[config.mk]
export PLATFORM = sky130hd
export DESIGN_NAME = frogger_top
export DESIGN_NICKNAME = d
export VERILOG_FILES = /design/src/frogger_pkg.sv /design/src/hazard_if.sv /design/src/hazard_mover.sv /design/src/frog_control.sv /design/src/frogger_collisions.sv /design/src/frogger_game.sv /design/src/frogger_top.sv
export SDC_FILE = /design/constraint.sdc
export NUM_CORES = 1
export LEC_CHECK = 0
export BUFFER_PORTS_ARGS = -buffer_cell sky130_fd_sc_hd__buf_2
export CAP_MARGIN = 0
export CORE_MARGIN = 4
export CORE_UTILIZATION = 40
export CTS_CLUSTER_DIAMETER = 50
export DETAILED_ROUTE_END_ITERATION = 7
export PLACE_DENSITY = 0.56
export SYNTH_ARGS = -nofsm -noshare
export SYNTH_HDL_FRONTEND = slang
export SYNTH_HIERARCHICAL = 1
export SYNTH_SLANG_ARGS = --single-unit
[constraint.sdc]
create_clock -name i_Clk -period 5.7 [get_ports i_Clk]
set_clock_uncertainty 0.1 [all_clocks]
set_input_delay 0.285 -clock i_Clk [delete_from_list [all_inputs] [get_ports i_Clk]]
set_output_delay 0.285 -clock i_Clk [all_outputs]
set_load 0.02 [all_outputs]
[src/frogger_pkg.sv]
`default_nettype none

package frogger_pkg;

    // Tile coordinate width
    localparam int POS_W = 6;

    // Hazard counts
    localparam int NUM_CARS = 5;
    localparam int NUM_LOGS = 3;

    // Row map of the field
    localparam int ROW_START    = 0;
    localparam int ROW_GOAL     = 11;
    localparam int ROW_RIVER_LO = 7;
    localparam int ROW_RIVER_HI = 9;
    localparam int ROW_TOP      = 11;

    // Cars spread over the road, one per row 1 to 5
    localparam logic [POS_W-1:0] CAR_X_INIT [NUM_CARS] = '{6'd0, 6'd3, 6'd6, 6'd9, 6'd12};
    localparam logic [POS_W-1:0] CAR_Y_INIT [NUM_CARS] = '{6'd1, 6'd2, 6'd3, 6'd4, 6'd5};

    // Logs on rows 7 to 9, x is the leading tile
    localparam logic [POS_W-1:0] LOG_X_INIT [NUM_LOGS] = '{6'd2, 6'd7, 6'd11};
    localparam logic [POS_W-1:0] LOG_Y_INIT [NUM_LOGS] = '{6'd7, 6'd8, 6'd9};

    // Log body trails behind the leading tile
    localparam int LOG_LEN = 3;

    // Game controller states
    typedef enum logic [1:0] {
        ST_PLAY,
        ST_DEAD,
        ST_OVER
    } game_state_t;

endpackage

`default_nettype wire

[src/hazard_if.sv]
`timescale 1ns/1ps
`default_nettype none

interface hazard_if
    import frogger_pkg::*;
();

    // Car tiles, one car per road row
    logic [POS_W-1:0] car_x [NUM_CARS];
    logic [POS_W-1:0] car_y [NUM_CARS];

    // Leading log tiles, one log per river row
    logic [POS_W-1:0] log_x [NUM_LOGS];
    logic [POS_W-1:0] log_y [NUM_LOGS];

    // Car mover side
    modport cars_src (output car_x, output car_y);

    // Log mover side
    modport logs_src (output log_x, output log_y);

    // Collision side sees the whole field
    modport sink (input car_x, input car_y, input log_x, input log_y);

endinterface

`default_nettype wire

[src/hazard_mover.sv]
`timescale 1ns/1ps
`default_nettype none

module hazard_mover
    import frogger_pkg::*;
#(
    parameter int GAME_WIDTH = 14,
    parameter int COUNT      = NUM_CARS,
    parameter bit IS_LOG     = 1'b0
) (
    input  logic i_Clk,
    input  logic i_rst_n,
    input  logic i_tick,
    hazard_if    hz
);

    // Last column before wrapping back to 0
    localparam logic [POS_W-1:0] LAST_X = POS_W'(GAME_WIDTH - 1);

    logic [POS_W-1:0] x_q [COUNT];

    // Start column from the matching package table
    function automatic logic [POS_W-1:0] init_x(input int idx);
        if (IS_LOG) begin
            return LOG_X_INIT[idx % NUM_LOGS];
        end
        return CAR_X_INIT[idx % NUM_CARS];
    endfunction

    // Fixed row of each object
    function automatic logic [POS_W-1:0] init_y(input int idx);
        if (IS_LOG) begin
            return LOG_Y_INIT[idx % NUM_LOGS];
        end
        return CAR_Y_INIT[idx % NUM_CARS];
    endfunction

    // Object count has to fit the bus arrays
    if (COUNT != (IS_LOG ? NUM_LOGS : NUM_CARS)) begin : g_count_check
        $error("hazard_mover COUNT does not match the hazard bus");
    end

    // All objects step right together on a tick
    always_ff @(posedge i_Clk) begin
        for (int i = 0; i < COUNT; i++) begin
            if (!i_rst_n) begin
                x_q[i] <= init_x(i);
            end else if (i_tick) begin
                x_q[i] <= (x_q[i] == LAST_X) ? '0 : x_q[i] + 1'b1;
            end
        end
    end

    // Drive only the half of the bus this mover owns
    if (IS_LOG) begin : g_log_bus
        for (genvar i = 0; i < COUNT; i++) begin : g_pos
            assign hz.log_x[i] = x_q[i];
            assign hz.log_y[i] = init_y(i);
        end
    end else begin : g_car_bus
        for (genvar i = 0; i < COUNT; i++) begin : g_pos
            assign hz.car_x[i] = x_q[i];
            assign hz.car_y[i] = init_y(i);
        end
    end

    // Wrap keeps every object inside the field
    for (genvar i = 0; i < COUNT; i++) begin : g_chk
        a_x_in_field: assert property (
            @(posedge i_Clk) disable iff (!i_rst_n) x_q[i] < GAME_WIDTH
        ) else $error("hazard %0d left the field at x %0d", i, x_q[i]);
    end

endmodule

`default_nettype wire

[src/frog_control.sv]
`timescale 1ns/1ps
`default_nettype none

module frog_control
    import frogger_pkg::*;
#(
    parameter int GAME_WIDTH = 14
) (
    input  logic             i_Clk,
    input  logic             i_rst_n,
    input  logic             i_tick,
    input  logic             i_up,
    input  logic             i_down,
    input  logic             i_left,
    input  logic             i_right,
    input  logic             i_on_log,
    input  logic             i_respawn,
    input  logic             i_frozen,
    output logic [POS_W-1:0] o_frog_x,
    output logic [POS_W-1:0] o_frog_y
);

    // Origin sits mid field on the start row
    localparam logic [POS_W-1:0] ORIGIN_X = POS_W'(GAME_WIDTH / 2);
    localparam logic [POS_W-1:0] ORIGIN_Y = POS_W'(ROW_START);
    localparam logic [POS_W-1:0] LAST_X   = POS_W'(GAME_WIDTH - 1);
    localparam logic [POS_W-1:0] TOP_Y    = POS_W'(ROW_TOP);

    always_ff @(posedge i_Clk) begin
        if (!i_rst_n || i_respawn) begin
            o_frog_x <= ORIGIN_X;
            o_frog_y <= ORIGIN_Y;
        end else if (!i_frozen) begin
            // One button per cycle, blocked moves still eat the cycle
            if (i_up) begin
                if (o_frog_y != TOP_Y) begin
                    o_frog_y <= o_frog_y + 1'b1;
                end
            end else if (i_down) begin
                if (o_frog_y != ORIGIN_Y) begin
                    o_frog_y <= o_frog_y - 1'b1;
                end
            end else if (i_left) begin
                if (o_frog_x != '0) begin
                    o_frog_x <= o_frog_x - 1'b1;
                end
            end else if (i_right) begin
                if (o_frog_x != LAST_X) begin
                    o_frog_x <= o_frog_x + 1'b1;
                end
            end else if (i_tick && i_on_log) begin
                // Ride the log, wrap like the logs do
                o_frog_x <= (o_frog_x == LAST_X) ? '0 : o_frog_x + 1'b1;
            end
        end
    end

    // Frog stays within the row map
    a_frog_y_range: assert property (
        @(posedge i_Clk) disable iff (!i_rst_n) o_frog_y <= TOP_Y
    ) else $error("frog row %0d above the top row", o_frog_y);

endmodule

`default_nettype wire

[src/frogger_collisions.sv]
`timescale 1ns/1ps
`default_nettype none

module frogger_collisions
    import frogger_pkg::*;
#(
    parameter int GAME_WIDTH = 14
) (
    input  logic [POS_W-1:0] i_frog_x,
    input  logic [POS_W-1:0] i_frog_y,
    hazard_if.sink           hz,
    output logic             o_collided,
    output logic             o_on_log
);

    logic [NUM_CARS-1:0]              car_hit;
    logic [NUM_LOGS-1:0][LOG_LEN-1:0] log_tile;
    logic [NUM_LOGS-1:0]              log_sup;

    // a minus b around the field width
    function automatic logic [POS_W-1:0] wrap_sub(
        input logic [POS_W-1:0] a,
        input logic [POS_W-1:0] b
    );
        if (a >= b) begin
            return a - b;
        end
        return POS_W'(GAME_WIDTH) - (b - a);
    endfunction

    // Car hits the frog from either neighbouring tile
    for (genvar c = 0; c < NUM_CARS; c++) begin : g_car
        assign car_hit[c] = (i_frog_y == hz.car_y[c]) &&
                            ((i_frog_x == wrap_sub(hz.car_x[c], 1)) ||
                             (wrap_sub(i_frog_x, 1) == hz.car_x[c]));
    end

    // Log covers its leading tile and the tiles behind it
    for (genvar l = 0; l < NUM_LOGS; l++) begin : g_log
        for (genvar k = 0; k < LOG_LEN; k++) begin : g_tile
            assign log_tile[l][k] = (i_frog_x == wrap_sub(hz.log_x[l], POS_W'(k)));
        end
        assign log_sup[l] = (i_frog_y == hz.log_y[l]) && (|log_tile[l]);
    end

    assign o_collided = |car_hit;
    assign o_on_log   = |log_sup;

    // Log rows come from the package, so support only ever shows up in the river
    a_on_log_river: assert final (
        !o_on_log || ((i_frog_y >= ROW_RIVER_LO) && (i_frog_y <= ROW_RIVER_HI))
    ) else $error("on_log high on row %0d", i_frog_y);

endmodule

`default_nettype wire

[src/frogger_game.sv]
`timescale 1ns/1ps
`default_nettype none

module frogger_game
    import frogger_pkg::*;
#(
    parameter int START_LIVES = 3
) (
    input  logic             i_Clk,
    input  logic             i_rst_n,
    input  logic             i_start,
    input  logic             i_collided,
    input  logic             i_on_log,
    input  logic [POS_W-1:0] i_frog_y,
    output logic             o_respawn,
    output logic             o_frozen,
    output logic [1:0]       o_lives,
    output logic [7:0]       o_score,
    output game_state_t      o_state
);

    logic in_river;
    logic died;
    logic at_goal;

    // Water rows without a log under the frog drown it
    assign in_river = (i_frog_y >= POS_W'(ROW_RIVER_LO)) && (i_frog_y <= POS_W'(ROW_RIVER_HI));
    assign died     = i_collided || (in_river && !i_on_log);
    assign at_goal  = (i_frog_y == POS_W'(ROW_GOAL));

    always_ff @(posedge i_Clk) begin
        if (!i_rst_n) begin
            o_state <= ST_PLAY;
            o_lives <= 2'(START_LIVES);
            o_score <= '0;
        end else begin
            unique case (o_state)
                ST_PLAY: begin
                    if (died) begin
                        o_state <= ST_DEAD;
                        o_lives <= o_lives - 2'd1;
                    end else if (at_goal) begin
                        o_score <= o_score + 8'd1;
                    end
                end
                ST_DEAD: begin
                    // Last life gone, stay down
                    o_state <= (o_lives == 2'd0) ? ST_OVER : ST_PLAY;
                end
                ST_OVER: begin
                    if (i_start) begin
                        o_state <= ST_PLAY;
                        o_lives <= 2'(START_LIVES);
                        o_score <= '0;
                    end
                end
                default: o_state <= ST_PLAY;
            endcase
        end
    end

    // Frog back to origin after a death, a crossing or a restart
    always_comb begin
        unique case (o_state)
            ST_PLAY: o_respawn = at_goal && !died;
            ST_DEAD: o_respawn = (o_lives != 2'd0);
            ST_OVER: o_respawn = i_start;
            default: o_respawn = 1'b0;
        endcase
    end

    assign o_frozen = (o_state == ST_OVER);

    // Lives only refill through a restart
    a_lives_no_rise: assert property (
        @(posedge i_Clk) disable iff (!i_rst_n) (o_lives > $past(o_lives)) |-> $past(i_start)
    ) else $error("lives rose without start");

    // Frog lands at origin, so a respawn never repeats back to back
    a_respawn_pulse: assert property (
        @(posedge i_Clk) disable iff (!i_rst_n) o_respawn |=> !o_respawn
    ) else $error("respawn held for two cycles");

endmodule

`default_nettype wire

[src/frogger_top.sv]
`timescale 1ns/1ps
`default_nettype none

module frogger_top
    import frogger_pkg::*;
#(
    parameter int GAME_WIDTH  = 14,
    parameter int START_LIVES = 3
) (
    input  logic             i_Clk,
    input  logic             i_rst_n,
    input  logic             i_tick,
    input  logic             i_up,
    input  logic             i_down,
    input  logic             i_left,
    input  logic             i_right,
    input  logic             i_start,
    output logic [POS_W-1:0] o_frog_x,
    output logic [POS_W-1:0] o_frog_y,
    output logic             o_collided,
    output logic             o_on_log,
    output logic [1:0]       o_lives,
    output logic [7:0]       o_score,
    output game_state_t      o_state
);

    logic [POS_W-1:0] frog_x;
    logic [POS_W-1:0] frog_y;
    logic             collided;
    logic             on_log;
    logic             respawn;
    logic             frozen;

    // Car and log positions
    hazard_if haz ();

    // Cars
    hazard_mover #(.GAME_WIDTH(GAME_WIDTH), .COUNT(NUM_CARS), .IS_LOG(1'b0)) u_cars (
        .i_Clk   (i_Clk),
        .i_rst_n (i_rst_n),
        .i_tick  (i_tick),
        .hz      (haz.cars_src)
    );

    // Logs
    hazard_mover #(.GAME_WIDTH(GAME_WIDTH), .COUNT(NUM_LOGS), .IS_LOG(1'b1)) u_logs (
        .i_Clk   (i_Clk),
        .i_rst_n (i_rst_n),
        .i_tick  (i_tick),
        .hz      (haz.logs_src)
    );

    frog_control #(.GAME_WIDTH(GAME_WIDTH)) u_frog (
        .i_Clk     (i_Clk),
        .i_rst_n   (i_rst_n),
        .i_tick    (i_tick),
        .i_up      (i_up),
        .i_down    (i_down),
        .i_left    (i_left),
        .i_right   (i_right),
        .i_on_log  (on_log),
        .i_respawn (respawn),
        .i_frozen  (frozen),
        .o_frog_x  (frog_x),
        .o_frog_y  (frog_y)
    );

    frogger_collisions #(.GAME_WIDTH(GAME_WIDTH)) u_coll (
        .i_frog_x   (frog_x),
        .i_frog_y   (frog_y),
        .hz         (haz.sink),
        .o_collided (collided),
        .o_on_log   (on_log)
    );

    frogger_game #(.START_LIVES(START_LIVES)) u_game (
        .i_Clk      (i_Clk),
        .i_rst_n    (i_rst_n),
        .i_start    (i_start),
        .i_collided (collided),
        .i_on_log   (on_log),
        .i_frog_y   (frog_y),
        .o_respawn  (respawn),
        .o_frozen   (frozen),
        .o_lives    (o_lives),
        .o_score    (o_score),
        .o_state    (o_state)
    );

    assign o_frog_x   = frog_x;
    assign o_frog_y   = frog_y;
    assign o_collided = collided;
    assign o_on_log   = on_log;

endmodule

`default_nettype wire

## Yosys cells after proc, flatten, opt, wreduce, memory -nomap -nowiden

Memories as Yosys holds them, arrays and structs flattened.
Index checks and enable logic that the tools add are counted.

- Memories: 2
- Logic and storage cells: 273
- Register bits after elaboration: 24
- RAM bits: 48
- Bits of input ports: 8

- Mux-type cells: 94
- Magnitude comparators: 17
- Eq/ne operators: 48
- $add $sub $neg: 55
- Reduce and logical (&&, ||, !) cells: 41
- Bitwise logic cells: 11

Memories:

| name | depth | bits a word | read ports | clocked after Yosys merged registers in | wr ports | RTL line | source |
|---|---|---|---|---|---|---|---|
| u_cars.x_q | 5 | 6 | 5 | 0 | 5 | hazard_mover.sv:20 | `logic [POS_W-1:0] x_q [COUNT];` |
| u_logs.x_q | 3 | 6 | 3 | 0 | 3 | hazard_mover.sv:20 |  |

Operator list:

| operator | number |
|---|---|
| 2-to-1 mux 6 bit | 59 |
| == test 6 bit | 19 |
| subtractor 4 x 6 -> 6 bit, first input constant | 15 |
| == test 6 x 4 -> 1 bit, second input constant | 12 |
| greater-or-equal comparator 6 x 1 -> 1 bit, second input constant | 12 |
| subtractor 1 x 6 -> 6 bit, first input constant | 12 |
| adder 6 x 1 -> 6 bit, second input constant | 10 |
| subtractor 6 x 1 -> 6 bit, second input constant | 10 |
| 2-to-1 mux 8 bit | 3 |
| 2-to-1 mux 1 bit | 20 |
| == test 6 x 3 -> 1 bit, second input constant | 3 |
| greater-or-equal comparator 6 x 2 -> 1 bit, second input constant | 3 |
| subtractor 2 x 6 -> 6 bit, first input constant | 3 |
| subtractor 6 x 2 -> 6 bit, second input constant | 3 |
| one-hot mux 8 bit (2 select lines) | 1 |
| == test 6 x 2 -> 1 bit, second input constant | 2 |
| logical AND 1 bit | 12 |
| 2-to-1 mux 2 bit | 6 |
| inequality test 6 x 4 -> 1 bit, second input constant | 2 |
| nonzero test 6 bit | 2 |
| OR reduction 3 bit | 4 |
| adder 8 x 1 -> 8 bit, second input constant | 1 |
| inequality test 2 x 1 -> 1 bit, second input constant | 4 |
| bitwise OR 1 bit | 8 |
| other kinds (24) | 40 |

## Depth between registers and ports, before layout

Gate-level depths: netlist (run 1).
An unclocked memory read counts as a cell.

- Depth after elaboration: 15
- Mapped depth: 19
- Mapped depth without buffers: 17

## Hierarchy

Netlist (run 1), hierarchy kept.

By module, submodules not included:

| module | cells each | area an instance (um^2) | times used | sequential area each (um^2) |
|---|---|---|---|---|
| frogger_collisions | 548 | 4002.6 | 1 | 0.0 |
| hazard_mover (u_cars) | 170 | 1865.5 | 1 | 900.9 |
| hazard_mover (u_logs) | 106 | 1111.1 | 1 | 540.5 |
| frog_control | 124 | 982.2 | 1 | 240.2 |
| frogger_game | 76 | 624.3 | 1 | 240.2 |

## Least setup slack after synthesis (run 1)

OpenSTA, ideal clock, no wires.

- Kind: reg2reg
- Start: register u_frog.o_frog_x[0]
- End: register u_frog.o_frog_y[5]
- Data required time: 5.484 ns
- Arrival: 4.549 ns
- Library setup time: 0.116 ns
- Cell stages (with the launch flop): 19
- Path slack: 0.935 ns
- Cell sequence: dfxtp_1 > inv_1 > ha_1 > or4b_1 > o311ai_0 > o21ba_2 > xnor2_1 > nor4_1 > a221oi_1 > nand4_1 > nand3b_1 > or3_1 > clkbuf_2 > a21boi_0 > o22ai_1 > nand2b_1 > buf_1 > nor2_1 > a31o_1

- Word-level cells in the longest chain between the ends: 12

Ends and longest elaborated chain:

| item | RTL line | source |
|---|---|---|
| start: declaration | frog_control.sv:19 | `output logic [POS_W-1:0] o_frog_x,` |
| start signal: assignment | frog_control.sv:45 | `o_frog_x <= o_frog_x - 1'b1;` |
| start signal: assignment | frog_control.sv:49 | `o_frog_x <= o_frog_x + 1'b1;` |
| start signal: assignment | frog_control.sv:53 | `o_frog_x <= (o_frog_x == LAST_X) ? '0 : o_frog_x + 1'b1;` |
| subtractor 1 x 6 -> 6 bit, or another cell as far along | frogger_collisions.sv:28 | `return POS_W'(GAME_WIDTH) - (b - a);` |
| subtractor 4 x 6 -> 6 bit, or another cell as far along | frogger_collisions.sv:28 |  |
| 2-to-1 mux 6 bit | frogger_collisions.sv:28 |  |
| == test 6 bit | frogger_collisions.sv:35 | `(wrap_sub(i_frog_x, 1) == hz.car_x[c]));` |
| logical OR 1 bit | frogger_collisions.sv:34 | `((i_frog_x == wrap_sub(hz.car_x[c], 1)) \|\|` |
| logical AND 1 bit | frogger_collisions.sv:33 | `assign car_hit[c] = (i_frog_y == hz.car_y[c]) &&` |
| OR reduction 5 bit * | frogger_collisions.sv:46 | `assign o_collided = \|car_hit;` |
| via o_collided | frogger_top.sv:20 | `output logic o_collided,` |
| logical OR 1 bit * | frogger_game.sv:28 | `assign died = i_collided \|\| (in_river && !i_on_log);` |
| logical NOT 1 bit * | frogger_game.sv:65 | `ST_PLAY: o_respawn = at_goal && !died;` |
| logical AND 1 bit * | frogger_game.sv:65 |  |
| one-hot mux 1 bit (3 select lines) * | frogger_game.sv:64 | `unique case (o_state)` |
| via respawn | frogger_top.sv:31 | `logic respawn;` |
| logical OR 1 bit * | frog_control.sv:30 | `if (!i_rst_n \|\| i_respawn) begin` |
| end signal: assignment | frog_control.sv:37 | `o_frog_y <= o_frog_y + 1'b1;` |
| end signal: assignment | frog_control.sv:41 | `o_frog_y <= o_frog_y - 1'b1;` |
| end signal: assignment | frog_control.sv:60 | `@(posedge i_Clk) disable iff (!i_rst_n) o_frog_y <= TOP_Y` |
| end: declaration | frog_control.sv:20 | `output logic [POS_W-1:0] o_frog_y` |

The timed path passes the listed nets; every way through them passes the cells marked *. The select of a mux whose other input is x is not followed.
A chain may end at the register's enable or synchronous reset.

==> results.json, run 1 <==
{
  "status": "finished, final reports clean",
  "yosys_warnings": 6,
  "switchingPower_mw": 0.870,
  "antenna_left": 0,
  "p_leak_nw": 3.59,
  "path_max_fanout": 13,
  "dp_hpwl_mm": 14.7,
  "switching_share_pct": 39.8,
  "preCtsSetupSlack_ns": 0.570,
  "die_area_mm2": 0.0239,
  "io_buffers": 33,
  "drc": 0,
  "finalWirelength_mm": 20.9,
  "worstMarginPinSlew_ns": 0.909,
  "fin_ws_ns": 0.464,
  "postCtsSetupBuffers": 0,
  "clk_latency_ns": 0.35,
  "ctsHoldBuffers": 0,
  "final-hold-violation-count": 0,
  "finalMaxSlewViolations": 0,
  "die_w_um": 155,
  "rows": 53,
  "syn_inst": 1024,
  "htree_levels": 3,
  "yosysSeqAreaShare_pct": 22.4,
  "initial_utilization_pct": 40.7,
  "rsz0062_at_grt": "no",
  "cts_tree": "built",
  "dpl-instance-area_mm2": 0.00882,
  "core_area_mm2": 0.0211,
  "clockBufferDepth": 2,
  "synthDistinctLibCells": 88,
  "holdPathStages": 3,
  "io-pin-count": 34,
  "seq_power_share_pct": 36.3,
  "powerDensity_mw_per_mm2": 240,
  "fin_crit_ns": 5.24,
  "syn_avg_cell_area_um2": 8.38,
  "min_period_over_period_pct": 91.9,
  "endpoint_kind": "flip-flop",
  "area_delta_synth_final_pct": 6.18,
  "finalHoldWorstSlack_ns": 0.229,
  "crit_required_ns": 5.84,
  "syn-cell-area_mm2": 0.00859,
  "vias": 7205,
  "drt_iter0_drc": 430,
  "clockRootBuffer": "clkbuf_16",
  "grt_pass1_vias": 6719,
  "via_per_inst": 5.47,
  "hold_class": "in -> reg",
  "cts_made_buffers": 9,
  "fmaxAchievable_ghz": 0.191,
  "intPower_mw": 1.31,
  "nets": 1118,
  "drv_cap": 0,
  "grt_pass1_wl_mm": 34.3,
  "ys_seq_elements": 72,
  "drive_gt1_share_pct": 9.01,
  "overflow": 0,
  "grt_max_degree": 31,
  "crit_arrival_ns": 5.38,
  "gpl.final_weighted_congestion": 0.841,
  "fin_cells": 1318,
  "path_class": "reg -> reg",
  "n_fill_cell": 2138,
  "synth_flop_cell": "edfxtp_1",
  "chipHeight_um": 155,
  "routed-wl-met2_mm": 9.80,
  "cts_resized": 0,
  "max-vdd-ir-drop_uv": 149,
  "relSlewSlack_pct": 39.3,
  "power.total_mw": 2.18,
  "grt_usage_pct": 17.4,
  "path_clk_slew_ns": 0.06,
  "antenna_cells": 0,
  "final_util_pct": 43.2,
  "dr_wl_met3_um": 858,
  "numClockSinks": 72,
  "setup_viol": 0,
  "antenna_found_initial": 0,
  "synth-edff-count": 48,
  "routedWlPerCell_um": 15.8,
  "pwr-share-comb_pct": 36.8,
  "async_reset_ff_share_pct": 0,
  "tns_ns": 0,
  "fin_area_mm2": 0.00912,
  "first_pass_iters": 5,
  "start_kind": "flip-flop",
  "clock_power_share_pct": 26.9,
  "top_layer_used": "met4",
  "wl_met1_mm": 9.97,
  "r2r_cells": 16,
  "post-place-cells": 1302
}
-- power groups by stage --
stage,clock [mW],sequential (mW),combinational (mW)
after floorplan,0,0.738,0.699
after global placement,0,0.808,0.797
after detailed placement,0,0.808,0.802
after CTS,0.608,0.797,0.806
after global routing,0.631,0.812,0.899
final,0.587,0.793,0.805
-- layer usage --
metal | vias up | GRT usage (%)
li1 | 3622 | -
met1 | 3386 | 24.1
met2 | 184 | 28.5
met3 | 13 | 2.46
met4 | 0 | 4.67
met5 | - | 0
-- cells in the mapped netlist (7+ instances only) --
| library cell | n | area share, % |
|---|---|---|
| xnor2_1 | 113 | 12 |
| nand4_1 | 20 | 1.5 |
| a211oi_1 | 10 | 0.87 |
| a21oi_1 | 39 | 2.3 |
| nand2b_1 | 16 | 1.2 |
| a2111oi_0 | 9 | 0.92 |
| nor4_1 | 18 | 1.3 |
| or3_1 | 16 | 1.2 |
| o31ai_1 | 7 | 0.61 |
| ha_1 | 71 | 10 |
| a31oi_1 | 11 | 0.80 |
| buf_4 | 50 | 4.4 |
| clkbuf_1 | 20 | 0.87 |
| nand2_1 | 50 | 2.2 |
| buf_2 | 7 | 0.41 |
| nor2_1 | 66 | 2.9 |
| a21boi_0 | 9 | 0.79 |
| nand3_1 | 45 | 2.6 |
| dfxtp_1 | 24 | 5.6 |
| edfxtp_1 | 48 | 17 |
| xor2_1 | 67 | 6.8 |
| o21ai_0 | 42 | 2.4 |
| nor3_1 | 40 | 2.3 |
| or4_1 | 7 | 0.61 |
| inv_1 | 62 | 2.7 |
| and3_1 | 7 | 0.51 |
-- critical path, stage by stage (launching register included) --
cell and delay, ns:
edfxtp_1 0.58, inv_1 0.18, ha_1 0.30, or4b_2 0.65
a2111oi_0 0.44, a21oi_1 0.08, o2111ai_1 0.18, a2111oi_0 0.12
a211oi_1 0.35, nand4_1 0.30, nand3b_1 0.32, or3_1 0.50
a21boi_0 0.17, o22ai_1 0.19, nand2b_1 0.36, nor2_1 0.08
a31o_1 0.24
-- placed cells by master (no fill, tap or decap), types with 42 or more instances in the layout --
master,count
ha_1,71
nand3_1,45
edfxtp_1,48
nand2_1,50
inv_1,62
o21ai_0,42
nor2_1,66
xor2_1,67
xnor2_1,113
conb_1,48
-- sequential cells by signal (all words and copies together), names as in the netlist --
signal / cells
u_logs/x_q: 18
u_game/o_state: 2
u_game/o_lives: 2
u_cars/x_q: 30
u_frog/o_frog_x: 6
u_frog/o_frog_y: 6
u_game/o_score: 8
-- cell type report --
type                       count  area [µm²]  area share (%)
multi-input combinational    851        6090            66.8
sequential                    72        1920            21.1
clock buffer                  10         250            2.74
timing repair buffer          42         233            2.55
tap                          275         344            3.77
clock inverter                 6        47.5           0.522
inverter                      62         233            2.55
-- logic make-up after synthesis --
family          synth area share (%)
other cells                    0.175
buf+inv                         8.64
xor+xnor                        18.9
fa+ha+maj                       10.8
mux                             1.09
simple gates                    21.9
flops                           22.4
compound gates                  16.1
-- worst paths after layout --
kind | startpoint | endpoint | slack [ns]
hold / removal | i_start | u_game/o_state[1] | 0.23
setup / recovery | u_cars/x_q[2][0] | u_frog/o_frog_y[5] | 0.46
setup reg to reg | u_cars/x_q[2][0] | u_frog/o_frog_y[5] | 0.46
hold reg to reg | u_game/o_score[4] | u_game/o_score[4] | 0.42
(Power assumes the default switching activity.)
==> run 2, diff against run 1 <==
ABC_AREA = 1   (was not set)
PLACE_DENSITY = 0.55   (was 0.56)
==> run 2 against run 1 <==
Effect of this change: setup slack gained 1.2 ns; hold slack got worse by 0.10 ns; sequential share of layout area down 2.7 points; register-to-register slack better by 1.2 ns; combinational power rose by 42%; synthesized area increased by 15%; critical endpoint is now u_frog/o_frog_y[3]; largest cell class unchanged; fmax up 29%; largest power group unchanged.
==> results.json, run 2 <==
{
  "fin_area_mm2": 0.0104,
  "rsz0062_at_grt": "no",
  "grt_usage_pct": 18.5,
  "cts_resized": 0,
  "nets": 1657,
  "dp_hpwl_mm": 18.1,
  "yosysSeqAreaShare_pct": 19.5,
  "seqCellArea_mm2": 0.00192,
  "ctsHoldBuffers": 0,
  "syn-cell-area_mm2": 0.00986,
  "seq_power_share_pct": 30.8,
  "slowest_delay_ns": 0.61,
  "reg.largest.list": "u_cars/x_q: 30 flops, u_logs/x_q: 18 flops, u_game/o_score: 8 flops",
  "setup_viol": 0,
  "cp_cell_sequence": "inv_1, ha_1, nand3_1, inv_1, nand2_1, inv_1, nand2_1, nand2_1, nand2_1, nand2_1, nor2_1, nand3_1, nand3_1, nand2_1, nand3_1, nor2_1, nand3_1, nand2_1, nand2_2, nand2_4, a22oi_1, nor2_1, o21ai_0, nor2_1",
  "clockBufferDepth": 2,
  "preCtsSetupSlack_ns": 1.67,
  "p_leak_nw": 5.36,
  "fin_ws_ns": 1.63,
  "path_clk_slew_ns": 0.08,
  "crit_top_cell": "nand2_1",
  "slowest_stage": "nor2_1",
  "yosysTopAreaCell": "nand2_1",
  "postCtsSetupBuffers": 0,
  "area_delta_synth_final_pct": 5.89,
  "grt_pass1_wl_mm": 41.4,
  "initial_utilization_pct": 40.6,
  "hold_class": "in -> reg",
  "first_pass_iters": 8,
  "grt_pass1_vias": 8292,
  "io_buffers": 33,
  "routedWlPerCell_um": 13.0,
  "clock_power_share_pct": 25.3,
  "htree_levels": 3,
  "die_w_um": 165,
  "antenna_found_initial": 0,
  "n_fill_cell": 2540,
  "core_area_mm2": 0.0243,
  "dpl-instance-area_mm2": 0.0101,
  "drc": 0,
  "tns_ns": 0,
  "clockRootBuffer": "clkbuf_16",
  "endpoint_kind": "flip-flop",
  "status": "finished, final reports clean",
  "cts_made_buffers": 9,
  "drt_iter0_drc": 596,
  "worstMarginPinSlew_ns": 1.07,
  "crit_arrival_ns": 4.26,
  "crit_required_ns": 5.89,
  "switchingPower_mw": 1.17,
  "mostFrequentLayoutCell": "nand2_1",
  "largest_reg_flops": 30,
  "min_from": "i_rst_n",
  "die_area_mm2": 0.0272,
  "syn_inst": 1551,
  "antenna_cells": 0,
  "clk_latency_ns": 0.35,
  "pwr-share-comb_pct": 44.0,
  "top_register": "u_cars/x_q",
  "numClockSinks": 72,
  "syn_avg_cell_area_um2": 6.36,
  "yosysMostFrequentCell": "nand2_1",
  "vias": 9243,
  "chipHeight_um": 165,
  "switching_share_pct": 44.9,
  "overflow": 0,
  "synth-edff-count": 48,
  "synthDistinctLibCells": 53,
  "mostFrequentLayoutCells": "nand2_1, inv_1, nand3_1",
  "yosysTopAreaCellShare_pct": 18.1,
  "yosys-top-cells-count": "nand2_1, inv_1, nand3_1",
  "drive_gt1_share_pct": 9.61,
  "intPower_mw": 1.43,
  "path_class": "reg -> reg",
  "synth_area_leaders": "nand2_1, edfxtp_1, ha_1",
  "startpoint": "u_logs/x_q[0][3]",
  "multiInputGateArea_mm2": 0.00676,
  "path_max_fanout": 14,
  "min_period_over_period_pct": 71.4,
  "final-hold-violation-count": 0,
  "relSlewSlack_pct": 28.3,
  "io-pin-count": 34,
  "max-vdd-ir-drop_uv": 218,
  "finalWirelength_mm": 24.8,
  "async_reset_ff_share_pct": 0,
  "powerDensity_mw_per_mm2": 248,
  "cts_tree": "built",
  "rows": 57,
  "finalMaxSlewViolations": 0,
  "reg2reg_from": "u_logs/x_q[0][3]",
  "power.total_mw": 2.60,
  "fin_crit_ns": 4.07,
  "start_kind": "flip-flop",
  "synth_flop_cell": "edfxtp_1",
  "fmaxAchievable_ghz": 0.246,
  "yosys_warnings": 6,
  "grt_max_degree": 31,
  "gpl.final_weighted_congestion": 0.856,
  "via_per_inst": 4.85,
  "antenna_left": 0,
  "ys_seq_elements": 72,
  "drv_cap": 0
}
==> run 2: power by group through the flow <==
| stage | combinational [mW] | clock, mW | sequential (mW) |
|---|---|---|---|
| floorplan | 0.934 | 0 | 0.775 |
| global placement | 1.13 | 0 | 0.814 |
| detailed placement | 1.13 | 0 | 0.816 |
| CTS | 1.14 | 0.675 | 0.804 |
| global route | 1.31 | 0.693 | 0.818 |
| finish | 1.14 | 0.656 | 0.799 |
==> run 2: worst paths after layout <==
kind | endpoint | slack, ns | cells past startpoint
worst max-delay path | u_frog/o_frog_y[3] | 1.63 | 24
worst min register to register | u_game/o_lives[0] | 0.40 | 2
worst max register to register | u_frog/o_frog_y[3] | 1.63 | 24
worst min-delay path | u_game/o_lives[1] | 0.13 | 2
==> run 2: logic make-up (layout without fill, tap and decap cells) <==
family / count (synthesis) / in the layout / share of synthesized area (%)
and+or+nand+nor: 916 / 916 / 42.0
buffers and inverters: 283 / 270 / 13.7
AOI/OAI and AO/OA: 109 / 109 / 6.72
xor gates and xnor gates: 95 / 95 / 8.80
adders and majority gates: 72 / 72 / 9.21
DFF: 72 / 72 / 19.5
other: 4 / 48 / 0.152
==> run 2: cell type report <==
type	count	area share [%]
inverter	214	7.73
clock buffer	10	2.40
timing repair buffer	40	2.08
tap	324	3.88
sequential	72	18.4
multi-input combinational	1240	64.7
clock inverter	6	0.779
==> run 2: metal layers <==
| layer | track usage, % | part of all wire (%) | vias to the layer above |
|---|---|---|---|
| met5 | 0 | 0 | - |
| met4 | 3.33 | 0.87 | 0 |
| met3 | 3.12 | 4.6 | 17 |
| met2 | 29.9 | 45 | 172 |
| met1 | 26.3 | 50 | 4153 |
| li1 | - | - | 4901 |
==> run 2: per-stage QoR <==
| step | hold slack, ns | utilization (%) | cells |
|---|---|---|---|
| 4_1_cts | 0.116 | 42.9 | 1906 |
| 2_1_floorplan | 0.269 | - | 1595 |
| 6_report | 0.125 | 42.9 | 1906 |
| 3_3_place_gp | 0.381 | 41.6 | 1890 |
| 5_1_grt | 0.128 | 42.9 | 1906 |
| 3_5_place_dp | 0.381 | 41.6 | 1890 |
==> run 2: critical path: cells and delay by family, from the launching register on <==
kind	cells	cell delay [ns]
AND/OR/NAND/NOR	18	2.35
buffers and inverters	3	0.48
adder cells (fa/ha/maj)	1	0.25
flip-flops	1	0.52
AO/OA/AOI/OAI	2	0.28
==> run 3, diff against run 2 <==
ABC_AREA = 0   (was 1)
PLACE_DENSITY = 0.58   (was 0.55)
clock period = 3.5 ns   (was 5.7 ns; I/O delays follow)
==> run 3 against run 2 <==
Effect of this change: the run now ends with setup timing left; clock power increased by 62%; hold slack better by 0.0031 ns; utilization rose by 6.8 points; global-route usage increased by 0.14 points; register-to-register slack lost 2.3 ns; non-clock buffer count increased by 159; flip-flop and latch count stayed put; via count decreased by 15%; first-iteration DRC count fell by 19%; fmax decreased by 1.2%; die area fell by 12%; largest cell class unchanged.
==> results.json, run 3 (same netlist as run 1, synthesis figures left out) <==
{
  "drive_gt1_share_pct": 23.1,
  "start_kind": "flip-flop",
  "antenna_cells": 0,
  "fmaxAchievable_ghz": 0.243,
  "hold_class": "in -> reg",
  "grt.busiest_layer": "met2",
  "path_clk_slew_ns": 0.07,
  "dp_hpwl_mm": 16.6,
  "core_area_mm2": 0.0211,
  "mostFrequentLayoutCells": "buf_4, xnor2_1, ha_1",
  "slowest_stage": "or4_4",
  "worstMarginPinSlew_ns": 0.926,
  "clockBufferDepth": 2,
  "finalWirelength_mm": 22.3,
  "final-hold-violation-count": 0,
  "cts_made_buffers": 9,
  "mostFrequentLayoutCell": "buf_4",
  "die_area_mm2": 0.0239,
  "initial_utilization_pct": 40.7,
  "p_leak_nw": 4.41,
  "gr-usage-met3_pct": 2.63,
  "relSlewSlack_pct": 38.2,
  "overflow": 0,
  "fin_cells": 1475,
  "gpl.final_weighted_congestion": 0.884,
  "failed_checks": "setup timing",
  "slowest_delay_ns": 0.43,
  "numClockSinks": 72,
  "via_per_inst": 5.32,
  "crit_required_ns": 3.63,
  "ctsHoldBuffers": 0,
  "grt_usage_pct": 18.7,
  "area_delta_synth_final_pct": 22.2,
  "grtUsageMet2_pct": 30.7,
  "reg.largest.list": "u_cars/x_q: 30 flops, u_logs/x_q: 18 flops, u_game/o_score: 8 flops",
  "top_register": "u_cars/x_q",
  "grt_pass1_wl_mm": 37.5,
  "powerDensity_mw_per_mm2": 376,
  "drt_iter0_drc": 481,
  "io-pin-count": 34,
  "largest_reg_flops": 30,
  "routedWlPerCell_um": 15.1,
  "grt_pass1_vias": 7519,
  "endpoint_kind": "flip-flop",
  "clockRootBuffer": "clkbuf_16",
  "min_period_over_period_pct": 118,
  "preCtsSetupSlack_ns": -0.691,
  "cp.buffers_inverters": 1,
  "cts_tree": "built",
  "path_max_fanout": 3,
  "cp_cell_sequence": "inv_1, ha_1, or3b_4, or4_4, maj3_2, or3_4, a2111oi_4, a221oi_2, nand4_1, nand3b_1, or3_4, a21boi_2, o22ai_2, nor2b_2, nand2_2, a2111oi_4, a21oi_1",
  "power.total_mw": 3.95,
  "grt_max_degree": 31,
  "crit_arrival_ns": 4.25,
  "die_w_um": 155,
  "chipHeight_um": 155,
  "drv_cap": 0,
  "antenna_found_initial": 0,
  "drc": 0,
  "tns_ns": -9.75,
  "path_class": "reg -> reg",
  "first_pass_iters": 5,
  "finalMaxSlewViolations": 0,
  "status": "finished, violations left",
  "setup_viol": 23,
  "final_util_pct": 49.8,
  "clk_latency_ns": 0.35,
  "post-place-cells": 1455,
  "crit_family": "simple AND/OR/NAND/NOR gates",
  "nets": 1275,
  "antenna_left": 0,
  "htree_levels": 3,
  "fin_crit_ns": 4.12,
  "max-vdd-ir-drop_uv": 326,
  "r2r_setup_slack_ns": -0.62,
  "vias": 7849,
  "rows": 53,
  "met1_usage_pct": 26.2,
  "rsz0062_at_grt": "yes",
  "io_buffers": 33,
  "fin_ws_ns": -0.619
}
-- run 3: changes by cell type in the layout (fill, tap and decap cells not counted), sizes merged, moves of 22 or more --
cell   previous run  this run
xnor2            36       113
inv             213        67
nor2            157        66
nand3           168        47
nand2           493        53
or2              25         3
nor3             15        41
buf              40       199
-- run 3: cell type report --
| type | count | area (µm²) |
|---|---|---|
| inverters | 62 | 233 |
| well taps | 275 | 344 |
| fillers | 2063 | 10600 |
| flip-flops and latches | 72 | 1920 |
| multi-input cells | 851 | 6240 |
| clock buffers | 10 | 250 |
| repair buffers | 199 | 1420 |
| clock inverters | 6 | 78.8 |
-- run 3: repair_timing --
item | in CTS | in global routing
gates cloned | 0 | 0
pin swaps | 6 | 7
buffers inserted | 4 | 1
setup endpoints to repair | 21 | 25
resized for setup | 15 | 12
-- run 3: worst min-delay path, cell delays in order --
cell	delay (ns)
buf_2	0.13
o21ai_0	0.08
and2_1	0.15
-- run 3: final timing paths --
path / startpoint / endpoint / cells after the start
worst max register to register: u_cars/x_q[4][0] / u_frog/o_frog_x[2] / 17
worst min-delay path: i_start / u_game/o_state[1] / 3
worst max-delay path: u_cars/x_q[4][0] / u_frog/o_frog_x[2] / 17
worst min register to register: u_game/o_score[1] / u_game/o_score[1] / 2
-- run 3: metal layers --
layer / vias to the layer above / share of wire (%)
met5: - / 0
met4: 0 / 1.2
met3: 24 / 3.5
met2: 131 / 46
met1: 3751 / 49
li1: 3943 / -
-- run 3: stage by stage --
stage          hold WS (ns)  cell area (µm²)
6_report              0.128            10500
5_1_grt               0.151            10500
4_1_cts               0.117            10400
3_5_place_dp          0.410            10000
3_3_place_gp          0.399            10000
2_1_floorplan         0.197             8810
-- run 3: power by group --
| part | internal [mW] | total (mW) | switching [mW] | leakage (nW) |
|---|---|---|---|---|
| logic | 0.824 | 1.81 | 0.984 | 3.56 |
| clock network | 0.615 | 1.06 | 0.443 | 0.165 |
| registers | 0.994 | 1.08 | 0.0882 | 0.684 |
